### config.mk
export PLATFORM = sky130hd
export DESIGN_NAME = rv_frontend
export DESIGN_NICKNAME = d
export VERILOG_FILES = /design/src/source/rv_frontend_pkg.sv /design/src/source/pipe_stage.sv /design/src/source/inst_fetch.sv /design/src/source/inst_decode.sv /design/src/source/hazard_track.sv /design/src/source/rv_frontend.sv
export VERILOG_INCLUDE_DIRS = /design/src /design/src/source
export SDC_FILE = /design/constraint.sdc
export NUM_CORES = 1
export LEC_CHECK = 0
export ABC_AREA = 0
export BUFFER_PORTS_ARGS = -buffer_cell sky130_fd_sc_hd__buf_2
export CELL_PAD_IN_SITES_DETAIL_PLACEMENT = 2
export CELL_PAD_IN_SITES_GLOBAL_PLACEMENT = 2
export CORE_ASPECT_RATIO = 1.5
export CORE_MARGIN = 5
export CORE_UTILIZATION = 30
export DETAILED_ROUTE_END_ITERATION = 8
export GPL_ROUTABILITY_DRIVEN = 0
export PLACE_DENSITY = 0.66
export SYNTH_ARGS = -nofsm -noshare
export SYNTH_HDL_FRONTEND = slang
export SYNTH_SLANG_ARGS = --single-unit
export TNS_END_PERCENT = 10
### constraint.sdc
create_clock -name clock -period 15.98 [get_ports clock]
set_input_delay 0.799 -clock clock [delete_from_list [all_inputs] [get_ports clock]]
set_output_delay 0.799 -clock clock [all_outputs]
set_load 0.1 [all_outputs]
### src/source/rv_frontend_macros.svh
`ifndef RV_FRONTEND_MACROS_SVH
`define RV_FRONTEND_MACROS_SVH

// data path and address width
`define FE_XLEN 32

// first fetch address once reset is released
`define FE_RESET_PC 32'h8000_0000

// issued instructions remembered for operand forwarding
// newest entry maps to the newest select, every older one to the older select
`define FE_FWD_DEPTH 2

`endif

### src/source/rv_frontend_pkg.sv
`include "rv_frontend_macros.svh"

package rv_frontend_pkg;

  // word as it leaves the instruction bus
  typedef struct packed {
    logic [`FE_XLEN-1:0] pc;
    logic [31:0]         inst;
  } fetch_pkt_t;

  typedef enum logic [3:0] {
    ALU_ADD, ALU_SUB, ALU_SLL, ALU_SLT, ALU_SLTU,
    ALU_XOR, ALU_SRL, ALU_SRA, ALU_OR, ALU_AND,
    // csrrw passes rs1 straight through
    ALU_COPY
  } alu_op_e;

  typedef enum logic [1:0] {
    MEM_BYTE, MEM_HALF, MEM_WORD
  } mem_size_e;

  // source of the register write value
  typedef enum logic [1:0] {
    WB_ALU, WB_PC4, WB_UPC, WB_CSR
  } wb_sel_e;

  // operand source seen by execute
  typedef enum logic [1:0] {
    FWD_RF, FWD_NEW, FWD_OLD
  } fwd_sel_e;

  typedef struct packed {
    logic [`FE_XLEN-1:0] pc;
    logic [`FE_XLEN-1:0] imm;
    logic [4:0]          rs1;
    logic [4:0]          rs2;
    logic [4:0]          rd;
    alu_op_e             alu_op;
    wb_sel_e             wb_sel;
    logic                op2_imm;
    logic                branch;
    logic                jump;
    logic                reg_wen;
    logic                mem_ren;
    logic                mem_wen;
    mem_size_e           mem_size;
    logic                mem_sext;
    logic [11:0]         csr_addr;
    logic                csr_wen;
    logic                ecall;
    logic                ebreak;
    logic                mret;
    logic                fence_i;
    logic                illegal;
    fwd_sel_e            fwd1;
    fwd_sel_e            fwd2;
  } dec_pkt_t;

endpackage

### src/source/pipe_stage.sv
module pipe_stage #(
  parameter type payload_t = logic [31:0]
) (
  input  logic     clock,
  input  logic     reset,
  input  logic     flush,
  input  logic     in_valid,
  input  payload_t in_data,
  output logic     in_ready,
  output logic     out_valid,
  output payload_t out_data,
  input  logic     out_ready
);

  // a held entry can be replaced in the cycle it is taken
  assign in_ready = !out_valid || out_ready;

  always_ff @(posedge clock) begin
    if (reset || flush) begin
      out_valid <= 1'b0;
    end else if (in_ready) begin
      out_valid <= in_valid;
    end
  end

  always_ff @(posedge clock) begin
    if (in_valid && in_ready) begin
      out_data <= in_data;
    end
  end

  a_hold_stable: assert property (@(posedge clock) disable iff (reset)
    out_valid && !out_ready |=> $stable(out_data));

endmodule

### src/source/inst_fetch.sv
`include "rv_frontend_macros.svh"

module inst_fetch (
  input  logic                        clock,
  input  logic                        reset,
  input  logic                        redirect_valid,
  input  logic [`FE_XLEN-1:0]         redirect_pc,
  input  logic [`FE_XLEN-1:0]         wb_dat_i,
  input  logic                        wb_ack,
  input  logic                        pkt_ready,
  output logic                        wb_cyc,
  output logic                        wb_stb,
  output logic [`FE_XLEN-1:0]         wb_adr,
  output logic                        pkt_valid,
  output rv_frontend_pkg::fetch_pkt_t pkt
);

  logic [`FE_XLEN-1:0] pc_q;
  logic                run_q;
  logic                busy_q;
  logic                drop_q;
  logic                start;

  // only one read is ever open, so a free fetch stage here stays free until its ack
  // run_q keeps the bus quiet through reset
  assign start = run_q && !busy_q && !drop_q && pkt_ready && !redirect_valid;

  // a redirect abandons the open read in the same cycle
  assign wb_cyc = start || (busy_q && !redirect_valid);
  assign wb_stb = wb_cyc;
  assign wb_adr = pc_q;

  // the acked word goes straight into the fetch stage register
  assign pkt_valid = wb_cyc && wb_ack;
  assign pkt.pc    = pc_q;
  assign pkt.inst  = wb_dat_i;

  always_ff @(posedge clock) begin
    if (reset) begin
      pc_q   <= `FE_RESET_PC;
      run_q  <= 1'b0;
      busy_q <= 1'b0;
      drop_q <= 1'b0;
    end else begin
      run_q  <= 1'b1;
      busy_q <= wb_cyc && !wb_ack;
      // an abandoned read still owes one ack, whose data is thrown away
      drop_q <= (drop_q || (redirect_valid && busy_q)) && !wb_ack;
      if (redirect_valid) begin
        pc_q <= redirect_pc;
      end else if (pkt_valid) begin
        pc_q <= pc_q + `FE_XLEN'd4;
      end
    end
  end

  a_stb_in_cyc: assert property (@(posedge clock) disable iff (reset)
    $rose(wb_stb) |-> wb_cyc);

endmodule

### src/source/inst_decode.sv
`include "rv_frontend_macros.svh"

module inst_decode (
  input  rv_frontend_pkg::fetch_pkt_t in_pkt,
  input  rv_frontend_pkg::fwd_sel_e   fwd1,
  input  rv_frontend_pkg::fwd_sel_e   fwd2,
  output rv_frontend_pkg::dec_pkt_t   out_pkt,
  output logic [4:0]                  src_rs1,
  output logic [4:0]                  src_rs2
);

  logic [31:0]               inst;
  logic [6:0]                opcode;
  logic [2:0]                funct3;
  logic [6:0]                funct7;
  logic                      is_lui, is_auipc, is_jal, is_jalr, is_branch;
  logic                      is_load, is_store, is_op_imm, is_op, is_csr;
  logic                      is_ecall, is_ebreak, is_mret, is_fence_i, legal;
  logic                      u_type, j_type, b_type, i_type, s_type;
  logic [`FE_XLEN-1:0]       imm;
  rv_frontend_pkg::alu_op_e  alu_op;
  rv_frontend_pkg::wb_sel_e  wb_sel;

  assign inst   = in_pkt.inst;
  assign opcode = inst[6:0];
  assign funct3 = inst[14:12];
  assign funct7 = inst[31:25];

  // each class already rejects its reserved funct3 and funct7 codes
  assign is_lui     = opcode == 7'b01_101_11;
  assign is_auipc   = opcode == 7'b00_101_11;
  assign is_jal     = opcode == 7'b11_011_11;
  assign is_jalr    = opcode == 7'b11_001_11 && funct3 == 3'b000;
  assign is_branch  = opcode == 7'b11_000_11 && funct3[2:1] != 2'b01;
  assign is_load    = opcode == 7'b00_000_11 && funct3 != 3'b011 && funct3[2:1] != 2'b11;
  assign is_store   = opcode == 7'b01_000_11 && !funct3[2] && funct3[1:0] != 2'b11;
  assign is_op_imm  = opcode == 7'b00_100_11 &&
                      (funct3 == 3'b001 ? funct7 == 7'b0000000 :
                       funct3 == 3'b101 ? (funct7 & 7'b1011111) == 7'b0000000 : 1'b1);
  // rv32m encodings (funct7 0000001) fall through to illegal
  assign is_op      = opcode == 7'b01_100_11 &&
                      (funct7 == 7'b0000000 ||
                       (funct7 == 7'b0100000 && (funct3 == 3'b000 || funct3 == 3'b101)));
  assign is_csr     = opcode == 7'b11_100_11 && !funct3[2] && funct3[1:0] != 2'b00;
  assign is_ecall   = inst == 32'h0000_0073;
  assign is_ebreak  = inst == 32'h0010_0073;
  assign is_mret    = inst == 32'h3020_0073;
  assign is_fence_i = opcode == 7'b00_011_11 && funct3 == 3'b001;

  assign legal = is_lui || is_auipc || is_jal || is_jalr || is_branch || is_load ||
                 is_store || is_op_imm || is_op || is_csr || is_ecall || is_ebreak ||
                 is_mret || is_fence_i;

  // immediate formats
  assign u_type = is_lui || is_auipc;
  assign j_type = is_jal;
  assign b_type = is_branch;
  assign i_type = is_jalr || is_load || is_op_imm || is_csr;
  assign s_type = is_store;

  assign imm = (u_type ? {inst[31:12], 12'b0} : '0) |
               (j_type ? {{12{inst[31]}}, inst[19:12], inst[20], inst[30:21], 1'b0} : '0) |
               (b_type ? {{20{inst[31]}}, inst[7], inst[30:25], inst[11:8], 1'b0} : '0) |
               (i_type ? {{20{inst[31]}}, inst[31:20]} : '0) |
               (s_type ? {{20{inst[31]}}, inst[31:25], inst[11:7]} : '0);

  // lui adds its immediate to x0, csrrw adds zero to rs1
  assign src_rs1 = is_lui ? 5'd0 : inst[19:15];
  assign src_rs2 = (is_csr && funct3[1:0] == 2'b01) ? 5'd0 : inst[24:20];

  always_comb begin
    alu_op = rv_frontend_pkg::ALU_ADD;
    if (is_op || is_op_imm) begin
      case (funct3)
        3'b000:  alu_op = (is_op && funct7[5]) ? rv_frontend_pkg::ALU_SUB
                                               : rv_frontend_pkg::ALU_ADD;
        3'b001:  alu_op = rv_frontend_pkg::ALU_SLL;
        3'b010:  alu_op = rv_frontend_pkg::ALU_SLT;
        3'b011:  alu_op = rv_frontend_pkg::ALU_SLTU;
        3'b100:  alu_op = rv_frontend_pkg::ALU_XOR;
        3'b101:  alu_op = funct7[5] ? rv_frontend_pkg::ALU_SRA : rv_frontend_pkg::ALU_SRL;
        3'b110:  alu_op = rv_frontend_pkg::ALU_OR;
        default: alu_op = rv_frontend_pkg::ALU_AND;
      endcase
    end else if (is_branch) begin
      // beq/bne test the difference, the rest compare
      case (funct3[2:1])
        2'b00:   alu_op = rv_frontend_pkg::ALU_SUB;
        2'b10:   alu_op = rv_frontend_pkg::ALU_SLT;
        default: alu_op = rv_frontend_pkg::ALU_SLTU;
      endcase
    end else if (is_csr) begin
      case (funct3[1:0])
        2'b01:   alu_op = rv_frontend_pkg::ALU_COPY;
        2'b10:   alu_op = rv_frontend_pkg::ALU_OR;
        default: alu_op = rv_frontend_pkg::ALU_AND;
      endcase
    end
  end

  always_comb begin
    wb_sel = rv_frontend_pkg::WB_ALU;
    if (is_jal || is_jalr) begin
      wb_sel = rv_frontend_pkg::WB_PC4;
    end else if (is_auipc) begin
      wb_sel = rv_frontend_pkg::WB_UPC;
    end else if (is_csr) begin
      wb_sel = rv_frontend_pkg::WB_CSR;
    end
  end

  // an unmatched word ends up with every write and memory flag low
  always_comb begin
    out_pkt          = '0;
    out_pkt.pc       = in_pkt.pc;
    out_pkt.imm      = imm;
    out_pkt.rs1      = src_rs1;
    out_pkt.rs2      = src_rs2;
    out_pkt.rd       = inst[11:7];
    out_pkt.alu_op   = alu_op;
    out_pkt.wb_sel   = wb_sel;
    out_pkt.op2_imm  = is_lui || is_jalr || is_load || is_op_imm || is_store;
    out_pkt.branch   = is_branch;
    out_pkt.jump     = is_jal || is_jalr;
    out_pkt.reg_wen  = u_type || is_jal || is_jalr || is_load || is_op_imm || is_op || is_csr;
    out_pkt.mem_ren  = is_load;
    out_pkt.mem_wen  = is_store;
    out_pkt.mem_size = rv_frontend_pkg::MEM_WORD;
    if ((is_load || is_store) && funct3[1:0] == 2'b00) begin
      out_pkt.mem_size = rv_frontend_pkg::MEM_BYTE;
    end else if ((is_load || is_store) && funct3[1:0] == 2'b01) begin
      out_pkt.mem_size = rv_frontend_pkg::MEM_HALF;
    end
    out_pkt.mem_sext = is_load && !funct3[2];
    out_pkt.csr_addr = is_csr ? inst[31:20] : 12'd0;
    out_pkt.csr_wen  = is_csr;
    out_pkt.ecall    = is_ecall;
    out_pkt.ebreak   = is_ebreak;
    out_pkt.mret     = is_mret;
    out_pkt.fence_i  = is_fence_i;
    out_pkt.illegal  = !legal;
    out_pkt.fwd1     = fwd1;
    out_pkt.fwd2     = fwd2;
  end

endmodule

### src/source/hazard_track.sv
`include "rv_frontend_macros.svh"

module hazard_track (
  input  logic                      clock,
  input  logic                      reset,
  input  logic                      flush,
  input  logic                      issue,
  input  logic [4:0]                issue_rd,
  input  logic                      issue_wen,
  input  logic                      issue_load,
  input  logic [4:0]                src_rs1,
  input  logic [4:0]                src_rs2,
  input  logic                      src_valid,
  output logic                      stall,
  output rv_frontend_pkg::fwd_sel_e fwd1,
  output rv_frontend_pkg::fwd_sel_e fwd2
);

  localparam int DEPTH = `FE_FWD_DEPTH;

  typedef struct packed {
    logic [4:0] rd;
    logic       wen;
    logic       load;
  } hist_t;

  // entry 0 is the newest issued instruction
  hist_t [DEPTH-1:0] hist_q;
  logic              load_hit;

  // scan oldest first so the newest match is the one kept
  function automatic rv_frontend_pkg::fwd_sel_e pick(input hist_t [DEPTH-1:0] h,
                                                     input logic [4:0] src);
    rv_frontend_pkg::fwd_sel_e sel;
    sel = rv_frontend_pkg::FWD_RF;
    for (int i = DEPTH - 1; i >= 0; i--) begin
      if (src != 5'd0 && h[i].wen && h[i].rd == src) begin
        sel = (i == 0) ? rv_frontend_pkg::FWD_NEW : rv_frontend_pkg::FWD_OLD;
      end
    end
    return sel;
  endfunction

  assign fwd1 = pick(hist_q, src_rs1);
  assign fwd2 = pick(hist_q, src_rs2);

  assign load_hit = hist_q[0].load && hist_q[0].wen && hist_q[0].rd != 5'd0 &&
                    (hist_q[0].rd == src_rs1 || hist_q[0].rd == src_rs2);
  assign stall    = src_valid && load_hit;

  always_ff @(posedge clock) begin
    if (reset || flush) begin
      hist_q <= '0;
    end else if (issue) begin
      hist_q <= {hist_q[DEPTH-2:0], hist_t'{rd: issue_rd, wen: issue_wen, load: issue_load}};
    end else if (stall) begin
      // one held cycle gives the load its bubble and its result then forwards normally
      hist_q[0].load <= 1'b0;
    end
  end

  a_stall_needs_src: assert property (@(posedge clock) disable iff (reset)
    !src_valid |-> !stall);

endmodule

### src/source/rv_frontend.sv
`include "rv_frontend_macros.svh"

module rv_frontend (
  input  logic                      clock,
  input  logic                      reset,
  input  logic                      redirect_valid,
  input  logic [`FE_XLEN-1:0]       redirect_pc,
  output logic                      wb_cyc,
  output logic                      wb_stb,
  output logic [`FE_XLEN-1:0]       wb_adr,
  input  logic [`FE_XLEN-1:0]       wb_dat_i,
  input  logic                      wb_ack,
  output logic                      out_valid,
  output rv_frontend_pkg::dec_pkt_t out_pkt,
  input  logic                      out_ready
);

  rv_frontend_pkg::fetch_pkt_t f_pkt, fs_pkt;
  rv_frontend_pkg::dec_pkt_t   d_pkt;
  rv_frontend_pkg::fwd_sel_e   fwd1, fwd2;
  logic                        f_valid, f_ready, fs_valid, fs_ready;
  logic                        ds_in_valid, ds_in_ready, stall;
  logic [4:0]                  src_rs1, src_rs2;

  // a load-use stall keeps the instruction in the fetch stage
  assign ds_in_valid = fs_valid && !stall;
  assign fs_ready    = ds_in_ready && !stall;

  inst_fetch fetch_i (
    .clock, .reset, .redirect_valid, .redirect_pc,
    .wb_dat_i, .wb_ack, .pkt_ready(f_ready),
    .wb_cyc, .wb_stb, .wb_adr, .pkt_valid(f_valid), .pkt(f_pkt)
  );

  pipe_stage #(.payload_t(rv_frontend_pkg::fetch_pkt_t)) fetch_stage_i (
    .clock, .reset, .flush(redirect_valid),
    .in_valid(f_valid), .in_data(f_pkt), .in_ready(f_ready),
    .out_valid(fs_valid), .out_data(fs_pkt), .out_ready(fs_ready)
  );

  inst_decode decode_i (
    .in_pkt(fs_pkt), .fwd1, .fwd2, .out_pkt(d_pkt), .src_rs1, .src_rs2
  );

  hazard_track hazard_i (
    .clock, .reset, .flush(redirect_valid), .issue(ds_in_valid && ds_in_ready),
    .issue_rd(d_pkt.rd), .issue_wen(d_pkt.reg_wen), .issue_load(d_pkt.mem_ren),
    .src_rs1, .src_rs2, .src_valid(fs_valid), .stall, .fwd1, .fwd2
  );

  pipe_stage #(.payload_t(rv_frontend_pkg::dec_pkt_t)) decode_stage_i (
    .clock, .reset, .flush(redirect_valid),
    .in_valid(ds_in_valid), .in_data(d_pkt), .in_ready(ds_in_ready),
    .out_valid, .out_data(out_pkt), .out_ready
  );

endmodule

Yosys cells after proc, flatten, opt, wreduce, memory -nomap -nowiden
Cells that the tools add are included.
{"block": "totals", "ff_bits": 230, "inputBits": 69, "out_inout_bits": 151, "word_cells": 198}
{"block": "op_classes", "add_sub_neg": 1, "n_eq_ne": 32, "n_mux": 27, "bitwise_logic": 4, "n_reduce_logical": 97}
{"op": "32-bit two-way mux", "n": 7}
{"op": "32-bit bitwise OR", "n": 4}
{"op": "1-bit logical AND", "n": 42}
{"op": "1-bit logical OR", "n": 35}
{"op": "32-bit by 3-bit adder with 32-bit output, second input constant", "n": 1}
{"op": "32-bit by 21-bit equality test with 1-bit output, second input constant", "n": 1}
{"op": "32-bit by 30-bit equality test with 1-bit output, second input constant", "n": 1}
{"op": "32-bit by 7-bit equality test with 1-bit output, second input constant", "n": 1}
{"op": "7-bit by 6-bit equality test with 1-bit output, second input constant", "n": 4}
{"op": "7-bit equality test, second input constant", "n": 4}
{"op": "4-bit case mux with 7 select lines", "n": 1}
{"op": "5-bit equality test", "n": 4}
{"op": "5-bit nonzero test", "n": 3}
{"op": "7-bit by 5-bit equality test with 1-bit output, second input constant", "n": 2}
{"op": "7-bit zero test", "n": 2}
{"op": "4-bit two-way mux", "n": 3}
{"op": "2-bit two-way mux", "n": 5}
{"op": "5-bit two-way mux", "n": 2}
{"op": "3-bit equality test, second input constant", "n": 3}
{"op": "1-bit zero test", "n": 9}
{"op": "7-bit by 2-bit equality test with 1-bit output, second input constant", "n": 1}
{"op": "7-bit by 4-bit equality test with 1-bit output, second input constant", "n": 1}
{"op": "1-bit two-way mux", "n": 7}
{"op": "3-bit by 2-bit equality test with 1-bit output, second input constant", "n": 2}
{"op": "other kinds (11)", "n": 16}

Logic depth before layout (Yosys ltp)
{"block": "logic_depth", "depth_word": 18, "depth_mapped": 11}

Hierarchy
From an unflattened synthesis, not the netlist that was laid out.
{"block": "unflattened", "hier_cells": 823, "hier_area_um2": 10321.1}
{"module": "pipe_stage at decode_stage_i", "n_inst": 1, "cells_each": 121, "area_each_um2": 3540.9}
{"module": "inst_fetch", "n_inst": 1, "cells_each": 282, "area_each_um2": 2341.0}
{"module": "pipe_stage at fetch_stage_i", "n_inst": 1, "cells_each": 69, "area_each_um2": 1979.4}
{"module": "inst_decode", "n_inst": 1, "cells_each": 259, "area_each_um2": 1656.6}
{"module": "hazard_track", "n_inst": 1, "cells_each": 89, "area_each_um2": 782.0}
{"module": "rv_frontend", "n_inst": 1, "cells_each": 3, "area_each_um2": 21.3}

Worst setup path after synthesis
Ideal clock, no wire load.
{"block": "synth_timing", "path_type": "register -> register", "startpoint": "register fetch_stage_i.out_data[13] in the netlist's numbering", "endpoint": "register fetch_stage_i.out_data[0] in the netlist's numbering (enable)", "t_arrival_ns": 8.346, "required_time_ns": 15.336, "path_slack_ns": 6.990, "path_stages_with_launch": 11, "n_path_buf": 2, "path_cell_list": "edfxtp_1 inv_1 ha_1 inv_1 or4b_4 o22ai_4 o32ai_4 a21o_2 buf_6 buf_4 nor4_1"}
{"block": "synth_via", "elab_chain_len": 16, "elab_cells_between_ends": 17, "classes_between": "2 x eq/ne; 1 x mux; 14 x reduce/logical"}
{"item": "start, declared", "line_no": "pipe_stage.sv:11", "rtl": "output payload_t out_data,"}
{"item": "start signal, assigned", "line_no": "pipe_stage.sv:28", "rtl": "out_data <= in_data;"}
{"item": "2-bit nonzero test", "line_no": "inst_decode.sv:44", "rtl": "assign is_csr = opcode == 7'b11_100_11 && !funct3[2] && funct3[1:0] != 2'b00;"}
{"item": "1-bit logical AND", "line_no": "inst_decode.sv:44"}
{"item": "1-bit logical AND *", "line_no": "inst_decode.sv:69", "rtl": "assign src_rs2 = (is_csr && funct3[1:0] == 2'b01) ? 5'd0 : inst[24:20];"}
{"item": "5-bit two-way mux *", "line_no": "inst_decode.sv:69"}
{"item": "5-bit equality test *", "line_no": "hazard_track.sv:48", "rtl": "(hist_q[0].rd == src_rs1 || hist_q[0].rd == src_rs2);"}
{"item": "1-bit logical OR *", "line_no": "hazard_track.sv:48"}
{"item": "1-bit logical AND *", "line_no": "hazard_track.sv:47", "rtl": "assign load_hit = hist_q[0].load && hist_q[0].wen && hist_q[0].rd != 5'd0 &&"}
{"item": "1-bit logical AND *", "line_no": "hazard_track.sv:49", "rtl": "assign stall = src_valid && load_hit;"}
{"item": "1-bit zero test *", "line_no": "rv_frontend.sv:27", "rtl": "assign fs_ready = ds_in_ready && !stall;"}
{"item": "1-bit logical AND *", "line_no": "rv_frontend.sv:27"}
{"item": "1-bit logical OR *", "line_no": "pipe_stage.sv:16", "rtl": "assign in_ready = !out_valid || out_ready;"}
{"item": "1-bit logical AND (2 in series)", "line_no": "inst_fetch.sv:26", "rtl": "assign start = run_q && !busy_q && !drop_q && pkt_ready && !redirect_valid;"}
{"item": "1-bit logical OR", "line_no": "inst_fetch.sv:29", "rtl": "assign wb_cyc = start || (busy_q && !redirect_valid);"}
{"item": "1-bit logical AND", "line_no": "inst_fetch.sv:34", "rtl": "assign pkt_valid = wb_cyc && wb_ack;"}
{"item": "1-bit logical AND *", "line_no": "pipe_stage.sv:27", "rtl": "if (in_valid && in_ready) begin"}
Every way passes the cells marked *; elsewhere a longest branch is shown, timed or not.
A chain may end at the register's enable or synchronous reset.

Worst setup path after layout
{"block": "layout_timing", "startpoint": "register fetch_stage_i.out_data[13] in the netlist's numbering", "endpoint": "register hazard_i.hist_q[1] in the netlist's numbering"}
{"block": "layout_via", "elab_chain_len": 11, "elab_cells_between_ends": 32, "classes_between": "6 x eq/ne; 3 x mux; 23 x reduce/logical"}
{"item": "2-bit nonzero test", "line_no": "inst_decode.sv:44"}
{"item": "1-bit logical AND", "line_no": "inst_decode.sv:44"}
{"item": "1-bit logical AND", "line_no": "inst_decode.sv:69"}
{"item": "5-bit two-way mux", "line_no": "inst_decode.sv:69"}
{"item": "5-bit equality test", "line_no": "hazard_track.sv:48"}
{"item": "1-bit logical OR", "line_no": "hazard_track.sv:48"}
{"item": "1-bit logical AND", "line_no": "hazard_track.sv:47"}
{"item": "1-bit logical AND", "line_no": "hazard_track.sv:49"}
{"item": "1-bit zero test", "line_no": "rv_frontend.sv:26", "rtl": "assign ds_in_valid = fs_valid && !stall;"}
{"item": "1-bit logical AND", "line_no": "rv_frontend.sv:26"}
{"item": "1-bit logical AND", "line_no": "rv_frontend.sv:46", "rtl": ".clock, .reset, .flush(redirect_valid), .issue(ds_in_valid && ds_in_ready),"}
{"item": "end signal, assigned", "line_no": "hazard_track.sv:55", "rtl": "hist_q <= {hist_q[DEPTH-2:0], hist_t'{rd: issue_rd, wen: issue_wen, load: issue_load}};"}
{"item": "end, declared", "line_no": "hazard_track.sv:28", "rtl": "hist_t [DEPTH-1:0] hist_q;"}
Parallel ways exist; a longest one is shown, timed or not.

==> metrics.md <==
| Metric | Value |
|---|---|
| Status | `finished clean` |
| Worst-skew pair later-pin latency | `0.54 ns` |
| Worst hold slack | `0.418 ns` |
| Initial DRC Count | `281` |
| Slew Viols, Final | `0` |
| Relative slew margins | `35.0%` |
| Slowest stage delay, CP | `0.79 ns` |
| Met1 GRT Util | `17.3%` |
| Drt pass-1 iters | `4` |
| CTS clk-pin slew, worst paths | `0.06 ns` |
| Post-synthesis register bit count | `230` |
| Vias in the first global route | `7506` |
| Grt met3 use | `2.49%` |
| Worst-path cell chain | `inv_1, ha_1, inv_1, or4b_4, o22ai_4, o32ai_4, buf_4, a221oi_4, buf_4, buf_4, mux2i_1, nor2_1` |
| Maximum clock path buffer count | `3` |
| Starting Density | `30.3%` |
| Fin crit share | `30.5%` |
| R2R setup slack | `11.11 ns` |
| Core footprint | `31700 µm²` |
| PwrDens | `119 nW/µm²` |
| WL/cell | `22.4 µm` |
| Clock root buffer | `clkbuf_16` |
| Post-Syn Area | `9620 µm²` |
| VDD IR-drop max | `0.0850 mV` |
| Max-cap violations | `0` |
| Req. time, crit path | `16.39 ns` |
| Achievable Freq | `205 MHz` |
| CTS tree | `done` |
| Total GRT Usage | `16.7%` |
| Vias per std cell | `4.95` |
| WL final | `30.3 mm` |
| DP HPWL | `22.7 mm` |
| Levels on crit path | `12` |
| ANT nets after route | `0` |
| Met2 usage | `34.1%` |
| GR Overflow Total | `0` |
| Initial antenna violation count | `0` |
| Kind of critical path | `flop to flop` |
| Post-cts resize count | `0` |
| Fin util | `37.6%` |
| Register area share after synthesis | `66.6%` |
| Via count | `6710` |
| Worst Hold Class | `flop to flop` |
| Die width | `156 µm` |
| R2R Path Start | `fetch_stage_i.out_data[13]$_DFFE_PP_` |
| Worst hold stages | `0` |
| Largest net degree at the start of global routing | `66` |
| Endpoint class of the critical path | `flop` |
| FF-to-FF path depth | `12` |
| H-tree levels | `1` |
| Num CTS Buffers | `25` |
| Worst path slowest cell | `buf_4` |
| Worst slew pin tran | `0.974 ns` |
| CTS hold repair buffers | `0` |
| Boundary Pins | `220` |
| Share of cells above drive strength 1 | `33.4%` |
| Post-layout minimum cycle time | `4.87 ns` |
| PortBufs | `219` |
| Clk_skew | `0.0165 ns` |
| Hold_sp | `fetch_stage_i.out_data[35]$_DFFE_PP_` |
| Final #Nets | `1001` |
| Number of remaining DRC errors | `0` |
| Final setup fails | `0` |
| First-pass GRT wire length | `46.1 mm` |
| RSZ-0062 raised after global routing | `no` |
| Synth Flop Type | `edfxtp_1` |
| Post-CTS Setup Bufs | `0` |
| Crit path buffers/inverters | `5` |
| Mapped Nets | `787` |
| Syn Inst Count | `713` |
| Die ar. | `35800 µm²` |
| Setup TNS Final | `0 ns` |
| Worst Setup SP | `fetch_stage_i.out_data[13]$_DFFE_PP_` |
| Rows | `80` |
| EDFF count, synth | `180` |
| CP delay by family, top | `buffers and inverters` |
| Power, Total | `1410 µW` |
| Cell leakage power | `0.00442 µW` |
| Die height | `229 µm` |
| YS warnings | `0` |
| Final antenna diode count | `0` |
| Yosys cell types | `75` |
| Mapped Avg Cell Area | `13.5 µm²` |
| Ys async rst share | `0%` |
| Most Crowded Layer GR | `met2` |
| Crit path DAT | `5.28 ns` |
| Largest fanout on the critical path | `65` |
| Startpoint Class | `flop` |
| Area grow syn2layout | `24.0%` |
| # clock sinks | `230` |
| Final Hold Viols | `0` |
| Most Frequent Cell on Critical Path | `buf_4` |
layout by cell type (no fill, tap or decap), types with 5 or more instances in the layout:
cell,synthesis,routed
nand3_1,20,20
and2_2,5,5
or2_2,5,5
or4b_2,5,5
xnor2_1,19,19
clkbuf_1,22,5
and4_1,5,5
dfxtp_1,50,50
nor2b_1,9,9
nor3_1,14,13
mux2i_1,15,15
a22o_1,5,5
and3_1,9,9
nand2b_1,5,5
and2_1,17,17
edfxtp_1,180,180
buf_4,4,11
o21ai_0,19,19
o2111a_1,5,5
a21oi_1,18,18
nand4_1,11,11
ha_1,5,5
nor2_1,61,61
buf_2,6,219
a21o_1,22,22
inv_1,21,21
a2111oi_2,8,8
xor2_1,9,9
nand2_1,29,29
a211oi_1,17,17
clkbuf_16,0,25
nor4_1,16,15
cells in the mapped netlist, drive strengths merged, types with 11 or more instances:
library cell | number | area, µm²
o21ai | 19 | 95.1
nor4 | 16 | 100
nand2 | 29 | 109
nor2 | 61 | 229
nand3 | 20 | 100
a21oi | 18 | 90.1
nand4 | 11 | 68.8
a2111oi | 15 | 203
xnor2 | 19 | 166
a21o | 23 | 174
buf | 15 | 109
mux2i | 15 | 150
inv | 21 | 78.8
dfxtp | 50 | 1000
and2 | 23 | 150
clkbuf | 24 | 110
nor3 | 15 | 80.1
a211oi | 18 | 140
edfxtp | 180 | 5410
routing by layer:
metal  vias up  routed length, µm
met2       181              17900
li1       3124                  -
met1      3378              10600
met3        27               1310
met4         0                484
met5         -                  0
path summary, 6_finish.rpt:
path / to
setup / recovery: hazard_i.hist_q[1]$_SDFFE_PP0P_
hold / removal: decode_stage_i.out_data[87]$_DFFE_PP_
setup reg to reg: hazard_i.hist_q[1]$_SDFFE_PP0P_
hold reg to reg: decode_stage_i.out_data[87]$_DFFE_PP_
report_power, final:
part           internal, µW  switching (µW)  total (µW)
Combinational          26.8             125         151
Sequential              662            16.7         679
Clock                   339             245         584
Total                  1030             387        1410
metrics by stage:
stage / setup WS, ns / std cells / instance area (µm²)
after CTS: 11.04 / 1356 / 11900
final: 11.11 / 1356 / 11900
after detailed placement: 11.03 / 1310 / 11100
after global routing: 10.79 / 1356 / 11900
after floorplan: 6.99 / 713 / 9620
after global placement: 11.22 / 1310 / 11100
area by class of cell:
class,count,area (µm²)
Clock buffer,33,686
Clock inverter,13,149
Fill cell,3312,19800
Inverter,21,78.8
Multi-Input combinational cell,419,2910
Sequential cell,230,6410
Tap cell,410,513
Timing Repair Buffer,230,1180
worst register-to-register path, stage by stage, from the launching register on:
cell and delay, ns:
edfxtp_1 0.50, inv_1 0.14, ha_1 0.28, inv_1 0.12, or4b_4 0.61, o22ai_4 0.20
o32ai_4 0.11, buf_4 0.25, a221oi_4 0.58, buf_4 0.76, buf_4 0.82, mux2i_1 0.33
nor2_1 0.05
flip-flops by register name, indices dropped and copies added (netlist names):
signal and flops:
decode_stage_i.out_data 116, fetch_stage_i.out_data 64, fetch_i.wb_adr 32, hazard_i.hist_q 13, decode_stage_i.out_valid 1, fetch_i.busy_q 1
fetch_i.drop_q 1, fetch_i.run_q 1, fetch_stage_i.out_valid 1
cells by family (layout without fill, tap and decap cells):
group,after synthesis,after routing,share of synthesized area [%]
buffers and inverters,64,297,3.47
XOR/XNOR,28,28,2.55
AND/OR/NAND/NOR,237,237,13.8
adder cells (fa/ha/maj),5,5,0.650
multiplexers,16,16,1.68
AO/OA/AOI/OAI,133,133,11.3
flip-flops,230,230,66.6
Power figures use the tool's default switching activity.
